<file path="src/rlight_pkg.sv">
package rlight_pkg;

  // ------------------------------------------------------------------------
  // widths with a meaning
  // ------------------------------------------------------------------------

  typedef logic [7:0]  led_t;       // one bit per LED
  typedef logic [31:0] delay_t;     // step delay in clock cycles
  typedef logic [3:0]  reg_addr_t;  // byte address inside the block
  typedef logic [31:0] bus_data_t;  // bus data word

  // light modes, encoding as seen by software in MODE
  typedef enum logic [1:0] {
    MODE_PING_PONG = 2'd0,
    MODE_ROT_LEFT  = 2'd1,
    MODE_ROT_RIGHT = 2'd2,
    MODE_STOP      = 2'd3
  } rlight_mode_e;

  // ------------------------------------------------------------------------
  // bus structs
  // ------------------------------------------------------------------------

  typedef struct packed {
    reg_addr_t addr;   // byte address
    logic      we;     // 1 = write, 0 = read
    bus_data_t wdata;  // ignored on reads
  } reg_req_t;         // 37 bits

  typedef struct packed {
    bus_data_t rdata;  // zero on writes and errors
    logic      err;    // bad address or write to LED
  } reg_rsp_t;         // 33 bits

  // register block -> timer and engine
  typedef struct packed {
    led_t         pattern;
    rlight_mode_e mode;
    delay_t       delay;
    logic         pattern_we;  // one cycle, after a PATTERN write
    logic         delay_we;    // one cycle, after a DELAY write
  } rlight_cfg_t;

  // ------------------------------------------------------------------------
  // register map and reset values
  // ------------------------------------------------------------------------

  localparam reg_addr_t ADDR_PATTERN = 4'h0;
  localparam reg_addr_t ADDR_MODE    = 4'h4;
  localparam reg_addr_t ADDR_DELAY   = 4'h8;
  localparam reg_addr_t ADDR_LED     = 4'hC;  // read only

  localparam led_t         RST_PATTERN = 8'h3C;
  localparam rlight_mode_e RST_MODE    = MODE_PING_PONG;
  localparam delay_t       RST_DELAY   = 32'd100;

  // shifts per half sweep in ping-pong
  localparam int unsigned PP_STEPS = 7;

endpackage

</file>
<file path="src/rlight_regs.sv">
`timescale 1ns/1ps

module rlight_regs import rlight_pkg::*; (
  input  logic        clk_i,
  input  logic        rst_ni,
  // request channel
  input  logic        req_valid_i,
  output logic        req_ready_o,
  input  reg_req_t    req_i,
  // response channel
  output logic        rsp_valid_o,
  input  logic        rsp_ready_i,
  output reg_rsp_t    rsp_o,
  // datapath side
  input  led_t        led_i,   // live LED state for LED reads
  output rlight_cfg_t cfg_o
);

  led_t         pattern_q;
  rlight_mode_e mode_q;
  delay_t       delay_q;
  logic         pattern_we_q;
  logic         delay_we_q;

  logic         busy_q;       // response being built, valid next cycle
  logic         rsp_valid_q;
  reg_rsp_t     rsp_q;        // held until taken
  reg_rsp_t     rsp_d;

  logic         accept;
  logic         wr_pattern;
  logic         wr_mode;
  logic         wr_delay;

  // ------------------------------------------------------------------------
  // handshake
  // ------------------------------------------------------------------------

  // free when nothing is pending or the pending response leaves now
  assign req_ready_o = !busy_q && (!rsp_valid_q || rsp_ready_i);
  assign accept      = req_valid_i && req_ready_o;

  always_ff @(posedge clk_i, negedge rst_ni) begin
    if (!rst_ni) begin
      busy_q      <= 1'b0;
      rsp_valid_q <= 1'b0;
    end else begin
      busy_q <= accept;            // only one request in flight
      if (busy_q) begin
        rsp_valid_q <= 1'b1;
      end else if (rsp_ready_i) begin
        rsp_valid_q <= 1'b0;       // taken
      end
    end
  end

  // ------------------------------------------------------------------------
  // address decode and response data
  // ------------------------------------------------------------------------

  always_comb begin
    rsp_d      = '0;
    wr_pattern = 1'b0;
    wr_mode    = 1'b0;
    wr_delay   = 1'b0;
    case (req_i.addr)
      ADDR_PATTERN: begin
        rsp_d.rdata[7:0] = pattern_q;
        wr_pattern       = req_i.we;
      end
      ADDR_MODE: begin
        rsp_d.rdata[1:0] = mode_q;
        wr_mode          = req_i.we;
      end
      ADDR_DELAY: begin
        rsp_d.rdata = delay_q;
        wr_delay    = req_i.we;
      end
      ADDR_LED: begin
        rsp_d.rdata[7:0] = led_i;     // sampled at the accepting edge
        rsp_d.err        = req_i.we;  // read only
      end
      default: rsp_d.err = 1'b1;      // low address bits not zero
    endcase
    if (req_i.we || rsp_d.err) begin
      rsp_d.rdata = '0;  // no data on writes or errors
    end
  end

  always_ff @(posedge clk_i) begin
    if (accept) begin
      rsp_q <= rsp_d;
    end
  end

  // ------------------------------------------------------------------------
  // registers and write strobes
  // ------------------------------------------------------------------------

  always_ff @(posedge clk_i, negedge rst_ni) begin
    if (!rst_ni) begin
      pattern_q    <= RST_PATTERN;
      mode_q       <= RST_MODE;
      delay_q      <= RST_DELAY;
      pattern_we_q <= 1'b0;
      delay_we_q   <= 1'b0;
    end else begin
      if (accept && wr_pattern) pattern_q <= req_i.wdata[7:0];
      if (accept && wr_mode)    mode_q    <= rlight_mode_e'(req_i.wdata[1:0]);
      if (accept && wr_delay)   delay_q   <= req_i.wdata;
      // strobes line up with the new value
      pattern_we_q <= accept && wr_pattern;
      delay_we_q   <= accept && wr_delay;
    end
  end

  assign rsp_valid_o = rsp_valid_q;
  assign rsp_o       = rsp_q;

  assign cfg_o.pattern    = pattern_q;
  assign cfg_o.mode       = mode_q;
  assign cfg_o.delay      = delay_q;
  assign cfg_o.pattern_we = pattern_we_q;
  assign cfg_o.delay_we   = delay_we_q;

endmodule

</file>
<file path="src/rlight_step_timer.sv">
`timescale 1ns/1ps

// paces the light with one step pulse every delay_i+1 cycles
module rlight_step_timer import rlight_pkg::*; (
  input  logic   clk_i,
  input  logic   rst_ni,
  input  delay_t delay_i,   // reload value
  input  logic   reload_i,  // restart from delay_i
  output logic   step_o     // high while the count is zero
);

  delay_t cnt_q;
  logic   cnt_zero;

  // ------------------------------------------------------------------------
  // down-counter
  // ------------------------------------------------------------------------

  assign cnt_zero = (cnt_q == '0);

  always_ff @(posedge clk_i, negedge rst_ni) begin
    if (!rst_ni) begin
      cnt_q <= RST_DELAY;         // same as the DELAY register
    end else if (reload_i || cnt_zero) begin
      cnt_q <= delay_i;           // restart on a DELAY write or wrap with the step
    end else begin
      cnt_q <= cnt_q - 1'b1;
    end
  end

  // delay 0 keeps the count at zero and steps every cycle
  assign step_o = cnt_zero;

endmodule

</file>
<file path="src/rlight_engine.sv">
`timescale 1ns/1ps

module rlight_engine import rlight_pkg::*; (
  input  logic         clk_i,
  input  logic         rst_ni,
  input  rlight_mode_e mode_i,
  input  led_t         pattern_i,  // stable while load_i travels
  input  logic         load_i,     // PATTERN write strobe
  input  logic         step_i,     // from the step timer
  output led_t         led_o
);

  // ping-pong half sweep
  typedef enum logic {
    SWEEP_LEFT  = 1'b0,
    SWEEP_RIGHT = 1'b1
  } sweep_e;

  led_t       led_q;
  led_t       shadow_q;   // bits pushed out on the left
  sweep_e     sweep_q;
  logic [2:0] pp_cnt_q;   // shifts done in this half
  logic       load_q;     // load lands one cycle after the strobe

  led_t       led_d;
  led_t       shadow_d;
  sweep_e     sweep_d;
  logic [2:0] pp_cnt_d;
  logic       pp_last;

  assign pp_last = (pp_cnt_q == 3'(PP_STEPS - 1));

  // ------------------------------------------------------------------------
  // next step
  // ------------------------------------------------------------------------

  always_comb begin
    led_d    = led_q;
    shadow_d = shadow_q;
    sweep_d  = sweep_q;
    pp_cnt_d = pp_cnt_q;
    if (load_q) begin
      led_d    = pattern_i;
      shadow_d = '0;
      sweep_d  = SWEEP_LEFT;
      pp_cnt_d = '0;
    end else if (step_i) begin
      case (mode_i)
        MODE_ROT_LEFT:  led_d = {led_q[6:0], led_q[7]};  // msb wraps to bit 0
        MODE_ROT_RIGHT: led_d = {led_q[0], led_q[7:1]};  // lsb wraps to bit 7
        MODE_PING_PONG: begin
          if (sweep_q == SWEEP_LEFT) begin
            led_d    = {led_q[6:0], 1'b0};        // zero fill
            shadow_d = {shadow_q[6:0], led_q[7]}; // keep what falls off
          end else begin
            led_d    = {shadow_q[0], led_q[7:1]}; // bring it back
            shadow_d = {1'b0, shadow_q[7:1]};
          end
          if (pp_last) begin
            pp_cnt_d = '0;
            sweep_d  = (sweep_q == SWEEP_LEFT) ? SWEEP_RIGHT : SWEEP_LEFT;
          end else begin
            pp_cnt_d = pp_cnt_q + 3'd1;
          end
        end
        default: ;  // stop, hold
      endcase
    end
  end

  // ------------------------------------------------------------------------
  // state
  // ------------------------------------------------------------------------

  always_ff @(posedge clk_i, negedge rst_ni) begin
    if (!rst_ni) begin
      led_q    <= RST_PATTERN;
      shadow_q <= '0;
      sweep_q  <= SWEEP_LEFT;
      pp_cnt_q <= '0;
      load_q   <= 1'b0;
    end else begin
      led_q    <= led_d;
      shadow_q <= shadow_d;
      sweep_q  <= sweep_d;
      pp_cnt_q <= pp_cnt_d;
      load_q   <= load_i;
    end
  end

  assign led_o = led_q;

endmodule

</file>
<file path="src/rlight_top.sv">
`timescale 1ns/1ps

module rlight_top import rlight_pkg::*; (
  input  logic     clk_i,
  input  logic     rst_ni,
  // register bus
  input  logic     req_valid_i,
  output logic     req_ready_o,
  input  reg_req_t req_i,
  output logic     rsp_valid_o,
  input  logic     rsp_ready_i,
  output reg_rsp_t rsp_o,
  // lights
  output led_t     led_o
);

  rlight_cfg_t cfg;
  logic        step;
  led_t        led;   // live LED state, also read back

  // ------------------------------------------------------------------------
  // register block
  // ------------------------------------------------------------------------

  rlight_regs i_regs (
    .clk_i,
    .rst_ni,
    .req_valid_i,
    .req_ready_o,
    .req_i,
    .rsp_valid_o,
    .rsp_ready_i,
    .rsp_o,
    .led_i (led),
    .cfg_o (cfg)
  );

  // ------------------------------------------------------------------------
  // datapath
  // ------------------------------------------------------------------------

  rlight_step_timer i_timer (
    .clk_i,
    .rst_ni,
    .delay_i  (cfg.delay),
    .reload_i (cfg.delay_we),  // restart on every DELAY write
    .step_o   (step)
  );

  rlight_engine i_engine (
    .clk_i,
    .rst_ni,
    .mode_i    (cfg.mode),
    .pattern_i (cfg.pattern),
    .load_i    (cfg.pattern_we),
    .step_i    (step),
    .led_o     (led)
  );

  assign led_o = led;

endmodule

</file>
<file path="config.mk">
export PLATFORM = sky130hd
export DESIGN_NAME = rlight_top
export DESIGN_NICKNAME = d
export VERILOG_FILES = /design/src/rlight_pkg.sv /design/src/rlight_regs.sv /design/src/rlight_step_timer.sv /design/src/rlight_engine.sv /design/src/rlight_top.sv
export SDC_FILE = /design/constraint.sdc
export NUM_CORES = 1
export LEC_CHECK = 0
export BUFFER_PORTS_ARGS = -buffer_cell sky130_fd_sc_hd__buf_2
export CAP_MARGIN = 20
export CORE_MARGIN = 4
export CORE_UTILIZATION = 45
export DETAILED_ROUTE_END_ITERATION = 6
export GPL_TIMING_DRIVEN = 0
export HOLD_SLACK_MARGIN = 0.06
export SLEW_MARGIN = 20
export SYNTH_ARGS = -nofsm -noshare
export SYNTH_HDL_FRONTEND = slang
export SYNTH_SLANG_ARGS = --single-unit
export TNS_END_PERCENT = 100
</file>
<file path="constraint.sdc">
create_clock -name clk_i -period 4.86 [get_ports clk_i]
set_input_delay 0.729 -clock clk_i [delete_from_list [all_inputs] [get_ports clk_i]]
set_output_delay 0.729 -clock clk_i [all_outputs]
set_load 0.05 [all_outputs]
</file>
======== Word level (Yosys, flattened, before mapping) ========
Cells that the tools add are included.
cells by class
  add/sub/neg operators ................... 2
  eq/ne operators ......................... 6
  multiplexer cells ....................... 26
  bitwise gates (word level) .............. 1
  reduce and logical (&&, ||, !) cells .... 23
operators with widths
  cell                   count
  $mux 8                 7
  $logic_not 32->1       1
  $mux 32                1
  $sub 32x1->32 const B  1
  $pmux 8 s3             1
  $pmux 6 s3             1
  $mux 3                 4
  $mux 1                 10
  $eq 4x4->1 const B     2
  $pmux 2 s4             1
  $reduce_bool 2->1      4
  $logic_and 1x1->1      5
  $eq 4x3->1 const B     1
  $logic_not 4->1        1
  $reduce_and 2->1       2
  $reduce_bool 4->1      1
  $add 3x1->3 const B    1
  $eq 3x3->1 const B     1
  $logic_or 1x1->1       3
  $reduce_and 3->1       1
  $reduce_or 3->1        1
  $eq 2x1->1 const B     1
  $eq 2x2->1 const B     1
  $logic_not 1->1        2
  4 further kinds        4
storage, ports and cells
  flip-flop bits (word level) ............. 132
  output and inout bits ................... 43

======== Depth between registers and ports, before layout ========
Gate-level depths: netlist (run 1).
  depth after elaboration ................. 5
  gate-level depth with buffers ........... 9
  gate-level depth less buffers ........... 7

======== By module ========
A second synthesis (run 1) with hierarchy kept.
unflattened totals
  cells, all modules ...................... 518
  area total of the unflattened synthesis .. 6148.4 um^2
by module, submodules not included
  module             instances  cells each  area each (um^2)  sequential area each (um^2)
  rlight_regs        1          206         3219.3            2150.8
  rlight_step_timer  1          198         1771.7            804.5
  rlight_engine      1          114         1157.4            530.5

======== Worst setup path before layout (run 1) ========
No wires, ideal clock.
  kind .................................... in2reg
  start point ............................. input port rsp_ready_i
  end point ............................... register i_regs.pattern_q[0]
  arrival ................................. 2.938 ns
  slack ................................... 1.797 ns
  stages .................................. 5
  path buffers ............................ 0
  cell sequence ........................... inv_1 -> a21oi_1 -> nand4_1 -> nor3_1 -> mux2_2
on the way
  word-level cells in the longest chain between the ends .. 4
ends and longest elaborated chain
  item                  line                RTL
  from (decl)           rlight_top.sv:11    input logic rsp_ready_i,
  $logic_or 1x1->1      rlight_regs.sv:40   assign req_ready_o = !busy_q && (!rsp_valid_q || rsp_ready_i);
  $logic_and 1x1->1     rlight_regs.sv:40
  via req_ready_o       rlight_top.sv:8     output logic req_ready_o,
  $logic_and 1x1->1     rlight_regs.sv:41   assign accept = req_valid_i && req_ready_o;
  $logic_and 1x1->1     rlight_regs.sv:108  if (accept && wr_pattern) pattern_q <= req_i.wdata[7:0];
  to (signal assigned)  rlight_regs.sv:108
  to (decl)             rlight_regs.sv:19   led_t pattern_q;
The timed path passes the listed nets, and every way through them passes these cells.
A chain may end at the register's enable or synchronous reset.

======== Final worst setup path (run 1) ========
  start point ............................. register i_timer.cnt_q[26]
  end point ............................... register i_engine.led_q[5], in the netlist i_engine.led_o[5]
on the way
  word-level cells in the longest chain between the ends .. 3
ends and longest elaborated chain
  item                                line                     RTL
  from (decl)                         rlight_step_timer.sv:12  delay_t cnt_q;
  from (signal assigned)              rlight_step_timer.sv:25  cnt_q <= delay_i;
  from (signal assigned)              rlight_step_timer.sv:27  cnt_q <= cnt_q - 1'b1;
  $logic_not 32->1                    rlight_step_timer.sv:19  assign cnt_zero = (cnt_q == '0);
  $reduce_bool 2->1 (no source line)  -
  $reduce_and 2->1 (no source line)   -
  to (signal assigned)                rlight_engine.sv:83      led_q <= led_d;
  to (decl)                           rlight_engine.sv:19      led_t led_q;
No other way between the ends.

==> results.sh, run 1 <==
export IMPL_final_common_cell="dfrtp_1"
export IMPL_path_class="flop to flop"
export IMPL_cp_arrival_ns=3.44
export IMPL_synth_xor_area_frac=0.0354
export IMPL_root_buffer="clkbuf_16"
export IMPL_synth_cell_area_um2=6190
export IMPL_place_gp_congestion=0.852
export IMPL_seq_area_frac_synth=0.563
export IMPL_endpoint_kind="flop"
export IMPL_cts_resized=0
export IMPL_post_route_period_util=0.641
export IMPL_holdBufCountCts=0
export IMPL_insertion_delay_ns=0.41
export IMPL_worst_pin_slew_ns=1.03
export IMPL_ys_types=49
export IMPL_cts_clk_slew_worst_paths_ns=0.05
export IMPL_crit_family="compound AO/OA/AOI/OAI gates"
export IMPL_grt_ovfl_total=0
export IMPL_vias=4379
export IMPL_slew_headroom=0.312
export IMPL_dp_slack_ns=1.73
export IMPL_tns_ns=0
export IMPL_port_buffers=83
export IMPL_synth_top_family_by_area="multiplexers"
export IMPL_status="completed"
export IMPL_dieArea_um2=15700
export IMPL_synthMuxAreaShare=0.169
export IMPL_hold_viol=0
export IMPL_wl_per_cell_um=17.5
export IMPL_synth_top_area_share=0.343
export IMPL_worstPathRequired_ns=5.18
export IMPL_startpoint_type="flop"
export IMPL_path_buf_inv=1
export IMPL_drive_gt1_frac=0.338
export IMPL_p_leak_uw=0.00329
export IMPL_crit_start="i_timer.cnt_q[26]"
export IMPL_synth_simple_area_share=0.144
export IMPL_grt_pass1_wl_um=23300
export IMPL_grt_pass1_vias=4566
export IMPL_register_area_um2=3490
export IMPL_fin_crit_ns=3.11
export IMPL_drtAntennaViolNets=0
export IMPL_cpPeakStageDelay_ns=0.85
export IMPL_path_cells="or3_1 -> or4_1 -> a2111oi_1 -> clkbuf_1 -> a21oi_1 -> o31ai_1"
export IMPL_hpwl_um=9960
export IMPL_setup_ws_ns=1.75
export IMPL_drt_iter0_markers=190
export IMPL_numCtsBuffers=17
export IMPL_hold_class="input pin to asynchronous set/reset pin"
export IMPL_synth_nets=552
export IMPL_syn2layout_area_growth_pct=20.1
export IMPL_fp_dieH_um=125
export IMPL_p_per_area_nw_per_um2=469
export IMPL_via_per_inst=5.45
export IMPL_synth_edf_count=33
export IMPL_first_pass_iters=4
export IMPL_drc=0
export IMPL_cts_max_path_buffers=2
export IMPL_synthArstFlopShare=0.750
export IMPL_ys_flop_type="dfrtp_1"
export IMPL_cts_tree="done"
export IMPL_slew_viol_final=0
export IMPL_grt_max_degree=59
export IMPL_maxCapViolCount=0
export IMPL_synth_compound_area_share=0.0594
export IMPL_synth_area_leaders="dfrtp_1 (34%), edfxtp_1 (16%), mux2_2 (13%)"
export IMPL_track_usage=0.187
export IMPL_synth_seq_cells=132
export IMPL_routed_wl_um=14100
export IMPL_r2r_start="i_timer.cnt_q[26]"
export IMPL_avgSynthCellArea_um2=12.1
export IMPL_finalSetupViolations=0
export IMPL_multi_input_area_um2=2550
export IMPL_cts_sinks=132
export IMPL_cts_setup_buffers=0
export IMPL_antenna_found_initial=0
export IMPL_ios=84
export IMPL_diodes=0
export IMPL_ir_drop_v=0.000274
export IMPL_crit_slowest_cell="a2111oi_1"
export IMPL_yosys_warnings=0
export IMPL_initial_core_util=0.464
export IMPL_yosys_area_share_adder=0.00202
export IMPL_nFillCells=1212
export IMPL_row_count=42
export IMPL_fin_nets=657
export IMPL_rsz0062_at_grt="no"
export IMPL_core_area_um2=13300
export IMPL_netlist_instances=510
export IMPL_yosysTopAreaCell="dfrtp_1"
export IMPL_path_max_fanout=10
export IMPL_max_freq_mhz=321
export IMPL_clock_skew_ns=0.00616
export IMPL_die_w_um=125
export IMPL_htree_num_levels=4
export IMPL_mostFrequentLayoutCells="dfrtp_1 (85), buf_2 (83), mux2_2 (74)"
-- report_power, final --
part	switching (µW)	internal [µW]	leakage [µW]	total [µW]
registers	178	1360	0.00158	1540
clock network	439	720	0.000264	1160
logic	436	350	0.00144	786
total	1050	2430	0.00329	3490
-- kinds of logic (layout without fill, tap and decap cells) --
kind of cell | Yosys count | after routing
AO/OA/AOI/OAI | 57 | 57
XOR/XNOR | 25 | 25
flip-flops | 132 | 132
buffers and inverters | 40 | 158
AND/OR/NAND/NOR | 162 | 162
multiplexers | 93 | 93
adder cells (fa/ha/maj) | 1 | 1
-- registers in the layout (all words and copies together) (netlist names) --
register,count
i_regs.rsp_o,33
i_regs.delay_q,32
i_regs.pattern_q,8
i_regs.delay_we_q,1
i_engine.shadow_q,8
i_regs.rsp_valid_o,1
i_regs.pattern_we_q,1
i_engine.load_q,1
i_engine.sweep_q,1
i_timer.cnt_q,32
i_regs.busy_q,1
i_engine.pp_cnt_q,3
i_regs.mode_q,2
i_engine.led_o,8
-- per-stage QoR --
step / power [µW] / hold WS, ns / cells / utilization / instance area [µm²]
2_1_floorplan: 2120 / 0.331 / 510 / - / 6190
3_3_place_gp: 2310 / 0.334 / 769 / 0.512 / 6830
3_5_place_dp: 2340 / 0.336 / 772 / 0.517 / 6910
4_1_cts: 3520 / 0.234 / 804 / 0.557 / 7440
5_1_grt: 3670 / 0.254 / 804 / 0.557 / 7440
6_report: 3490 / 0.230 / 804 / 0.557 / 7440
-- cell usage after synthesis (all sizes together) (6+ instances only) --
cell type and number:
nor4 11, mux2i 17, nor2 27, a22oi 6, and2 23, nor3 26
and3 7, or4 7, nand2 21, nand3 6, a31oi 8, a21oi 16
o21ai 7, or3 9, buf 6, clkbuf 24, dfstp 14, xnor2 11
inv 10, xor2 14, o31ai 10, nand4 8, mux2 74, dfrtp 85
edfxtp 33
-- metal layers --
layer  vias up  share of wire  track usage
met4         0          0.018       0.0682
met1      2163           0.45        0.246
met3        20          0.048       0.0495
met5         -              0            0
met2       121           0.49        0.301
li1       2075              -            -
-- final timing paths --
| check | endpoint | slack, ns | cells after the start |
|---|---|---|---|
| max in group asynchronous | i_timer.cnt_q[6] | 3.97 | 2 |
| min in group clk_i | i_engine.load_q | 0.35 | 0 |
| hold / removal | i_engine.led_o[6] | 0.23 | 1 |
| hold reg to reg | i_engine.load_q | 0.35 | 0 |
| setup / recovery | i_engine.led_o[5] | 1.75 | 6 |
| setup reg to reg | i_engine.led_o[5] | 1.75 | 6 |
-- cell type report --
cell class                 count  share of cell area
buffer                        30              0.0173
clock buffer                  24              0.0634
clock inverter                 8             0.00824
inverter                      10             0.00505
multi-input combinational    338               0.343
sequential                   132               0.469
tap                          176              0.0296
timing repair buffer          86              0.0651
-- worst register-to-register path: stages, from the launching register on --
cell       delay (ns)
dfrtp_1          0.39
or3_1            0.45
or4_1            0.50
a2111oi_1        0.85
clkbuf_1         0.44
a21oi_1          0.13
o31ai_1          0.27
Power figures use the tool's default switching activity.
==> run 2, diff against run 1 <==
- PLACE_DENSITY: unset -> 0.67
- clock period: 4.86 -> 2.6 ns (I/O delays scaled with it)
==> run 2 against run 1 <==
  * Hold slack lost 0.032 ns
  * Largest power group unchanged
  * Highest routed layer unchanged
  * Core utilization grew 1.2 points
  * Maximum frequency grew 24%
  * Sequential power grew 89%
==> results.sh, run 2 (synthesized netlist as in run 1, its figures left out) <==
export IMPL_total_power_uw=6730
export IMPL_drc=0
export IMPL_track_usage=0.187
export IMPL_p_per_area_nw_per_um2=886
export IMPL_hold_depth=2
export IMPL_r2r_end="i_engine.pp_cnt_q[2]"
export IMPL_nFillCells=1133
export IMPL_reg2reg_depth=5
export IMPL_tns_ns=0
export IMPL_cts_sinks=132
export IMPL_p_leak_uw=0.00335
export IMPL_routed_wl_um=14300
export IMPL_cp_arrival_ns=2.85
export IMPL_slew_viol_final=0
export IMPL_reg2reg_slack_ns=0.09
export IMPL_row_count=42
export IMPL_fin_crit_ns=2.51
export IMPL_grt_pass1_wl_um=23300
export IMPL_syn2layout_area_growth_pct=22.8
export IMPL_core_area_um2=13300
export IMPL_hold_start="req_i[8]"
export IMPL_register_area_um2=3490
export IMPL_place_gp_congestion=0.849
export IMPL_port_buffers=83
export IMPL_path_max_fanout=5
export IMPL_maxCapViolCount=0
export IMPL_clock_skew_ns=0.00852
export IMPL_drive_gt1_frac=0.382
export IMPL_status="completed"
export IMPL_ios=84
export IMPL_first_pass_iters=5
export IMPL_dieArea_um2=15700
export IMPL_cts_clk_slew_worst_paths_ns=0.06
export IMPL_wl_per_cell_um=17.7
export IMPL_htree_num_levels=4
export IMPL_fp_dieH_um=125
export IMPL_mostFrequentLayoutCells="buf_2 (85), dfrtp_1 (85), mux2_2 (74)"
export IMPL_hold_viol=0
export IMPL_numCtsBuffers=17
export IMPL_grt_pass1_vias=4532
export IMPL_multi_input_area_um2=2660
export IMPL_via_per_inst=5.46
export IMPL_worst_pin_slew_ns=0.892
export IMPL_cts_tree="done"
export IMPL_endpoint_kind="flop"
export IMPL_startpoint_type="flop"
export IMPL_insertion_delay_ns=0.42
export IMPL_worstPathRequired_ns=2.94
export IMPL_whs_endpoint="i_regs.delay_q[8]"
export IMPL_largest_reg_flops=33
export IMPL_r2r_start="i_timer.cnt_q[16]"
export IMPL_cts_max_path_buffers=2
export IMPL_slew_headroom=0.402
export IMPL_diodes=0
export IMPL_hold_class="input pin to flop"
export IMPL_die_w_um=125
export IMPL_hpwl_um=9890
export IMPL_rsz0062_at_grt="no"
export IMPL_path_class="flop to flop"
export IMPL_grt_ovfl_total=0
export IMPL_post_route_period_util=0.965
export IMPL_root_buffer="clkbuf_16"
export IMPL_vias=4410
export IMPL_fin_nets=660
export IMPL_drtAntennaViolNets=0
export IMPL_initial_core_util=0.464
export IMPL_grt_max_degree=72
export IMPL_ir_drop_v=0.000456
export IMPL_drt_iter0_markers=226
export IMPL_finalSetupViolations=0
export IMPL_antenna_found_initial=0
export IMPL_max_freq_mhz=398
run 2: worst max path at each step:
stage / to / slack (ns) / from / cells past startpoint
5_1_grt: i_engine.led_o[3] / 0.002 / i_timer.cnt_q[26] / 6
2_1_floorplan: i_engine.sweep_q / -0.15 / i_timer.cnt_q[16] / 8
3_5_place_dp: i_engine.led_o[3] / -0.44 / i_timer.cnt_q[26] / 6
6_report: i_engine.pp_cnt_q[2] / 0.09 / i_timer.cnt_q[16] / 5
4_1_cts: i_timer.cnt_q[26] / -0.02 / i_timer.cnt_q[16] / 6
3_3_place_gp: i_engine.led_o[5] / -0.38 / i_timer.cnt_q[26] / 6
run 2: cell type report:
type / instances / area share
flip-flops and latches: 132 / 0.458
repair buffers: 94 / 0.0709
well taps: 176 / 0.0290
inverters: 10 / 0.00494
clock buffers: 25 / 0.0612
multi-input cells: 338 / 0.350
plain buffers: 25 / 0.0145
clock inverters: 7 / 0.0110
run 2: per-layer routing:
| metal | up-vias | wire (µm) | global-route usage |
|---|---|---|---|
| met5 | - | 0 | 0 |
| met4 | 0 | 282 | 0.0746 |
| met3 | 18 | 678 | 0.0499 |
| met2 | 114 | 7050 | 0.298 |
| met1 | 2197 | 6270 | 0.244 |
| li1 | 2081 | - | - |
run 2: timing repair:
item	in CTS	in global routing
endpoints found under the setup margin	51	49
pin swaps	8	4
gates resized for setup	13	22
endpoints found under the hold margin	26	0
setup buffers	7	1
hold buffers	1	0
run 2: power breakdown:
group          total [µW]  internal, µW  switching, µW
logic                1590           696            892
registers            2910          2550            357
clock network        2240          1420            815
total                6730          4670           2060
run 2: stage by stage:
stage	hold slack, ns	setup WS, ns	util	instances	cell area (µm²)
2_1_floorplan	0.0944	-0.150	-	510	6200
3_3_place_gp	0.334	-0.384	0.512	769	6840
3_5_place_dp	0.289	-0.439	0.517	771	6900
4_1_cts	0.186	-0.0181	0.565	808	7540
5_1_grt	0.186	0.00243	0.570	807	7600
6_report	0.198	0.0904	0.570	807	7600
run 2: worst max-delay path, cell delays in order (launching register included):
cell     delay (ns)
dfrtp_1        0.39
or4_4          0.57
or4_4          0.48
or3_4          0.38
or4b_1         0.47
a21oi_1        0.13
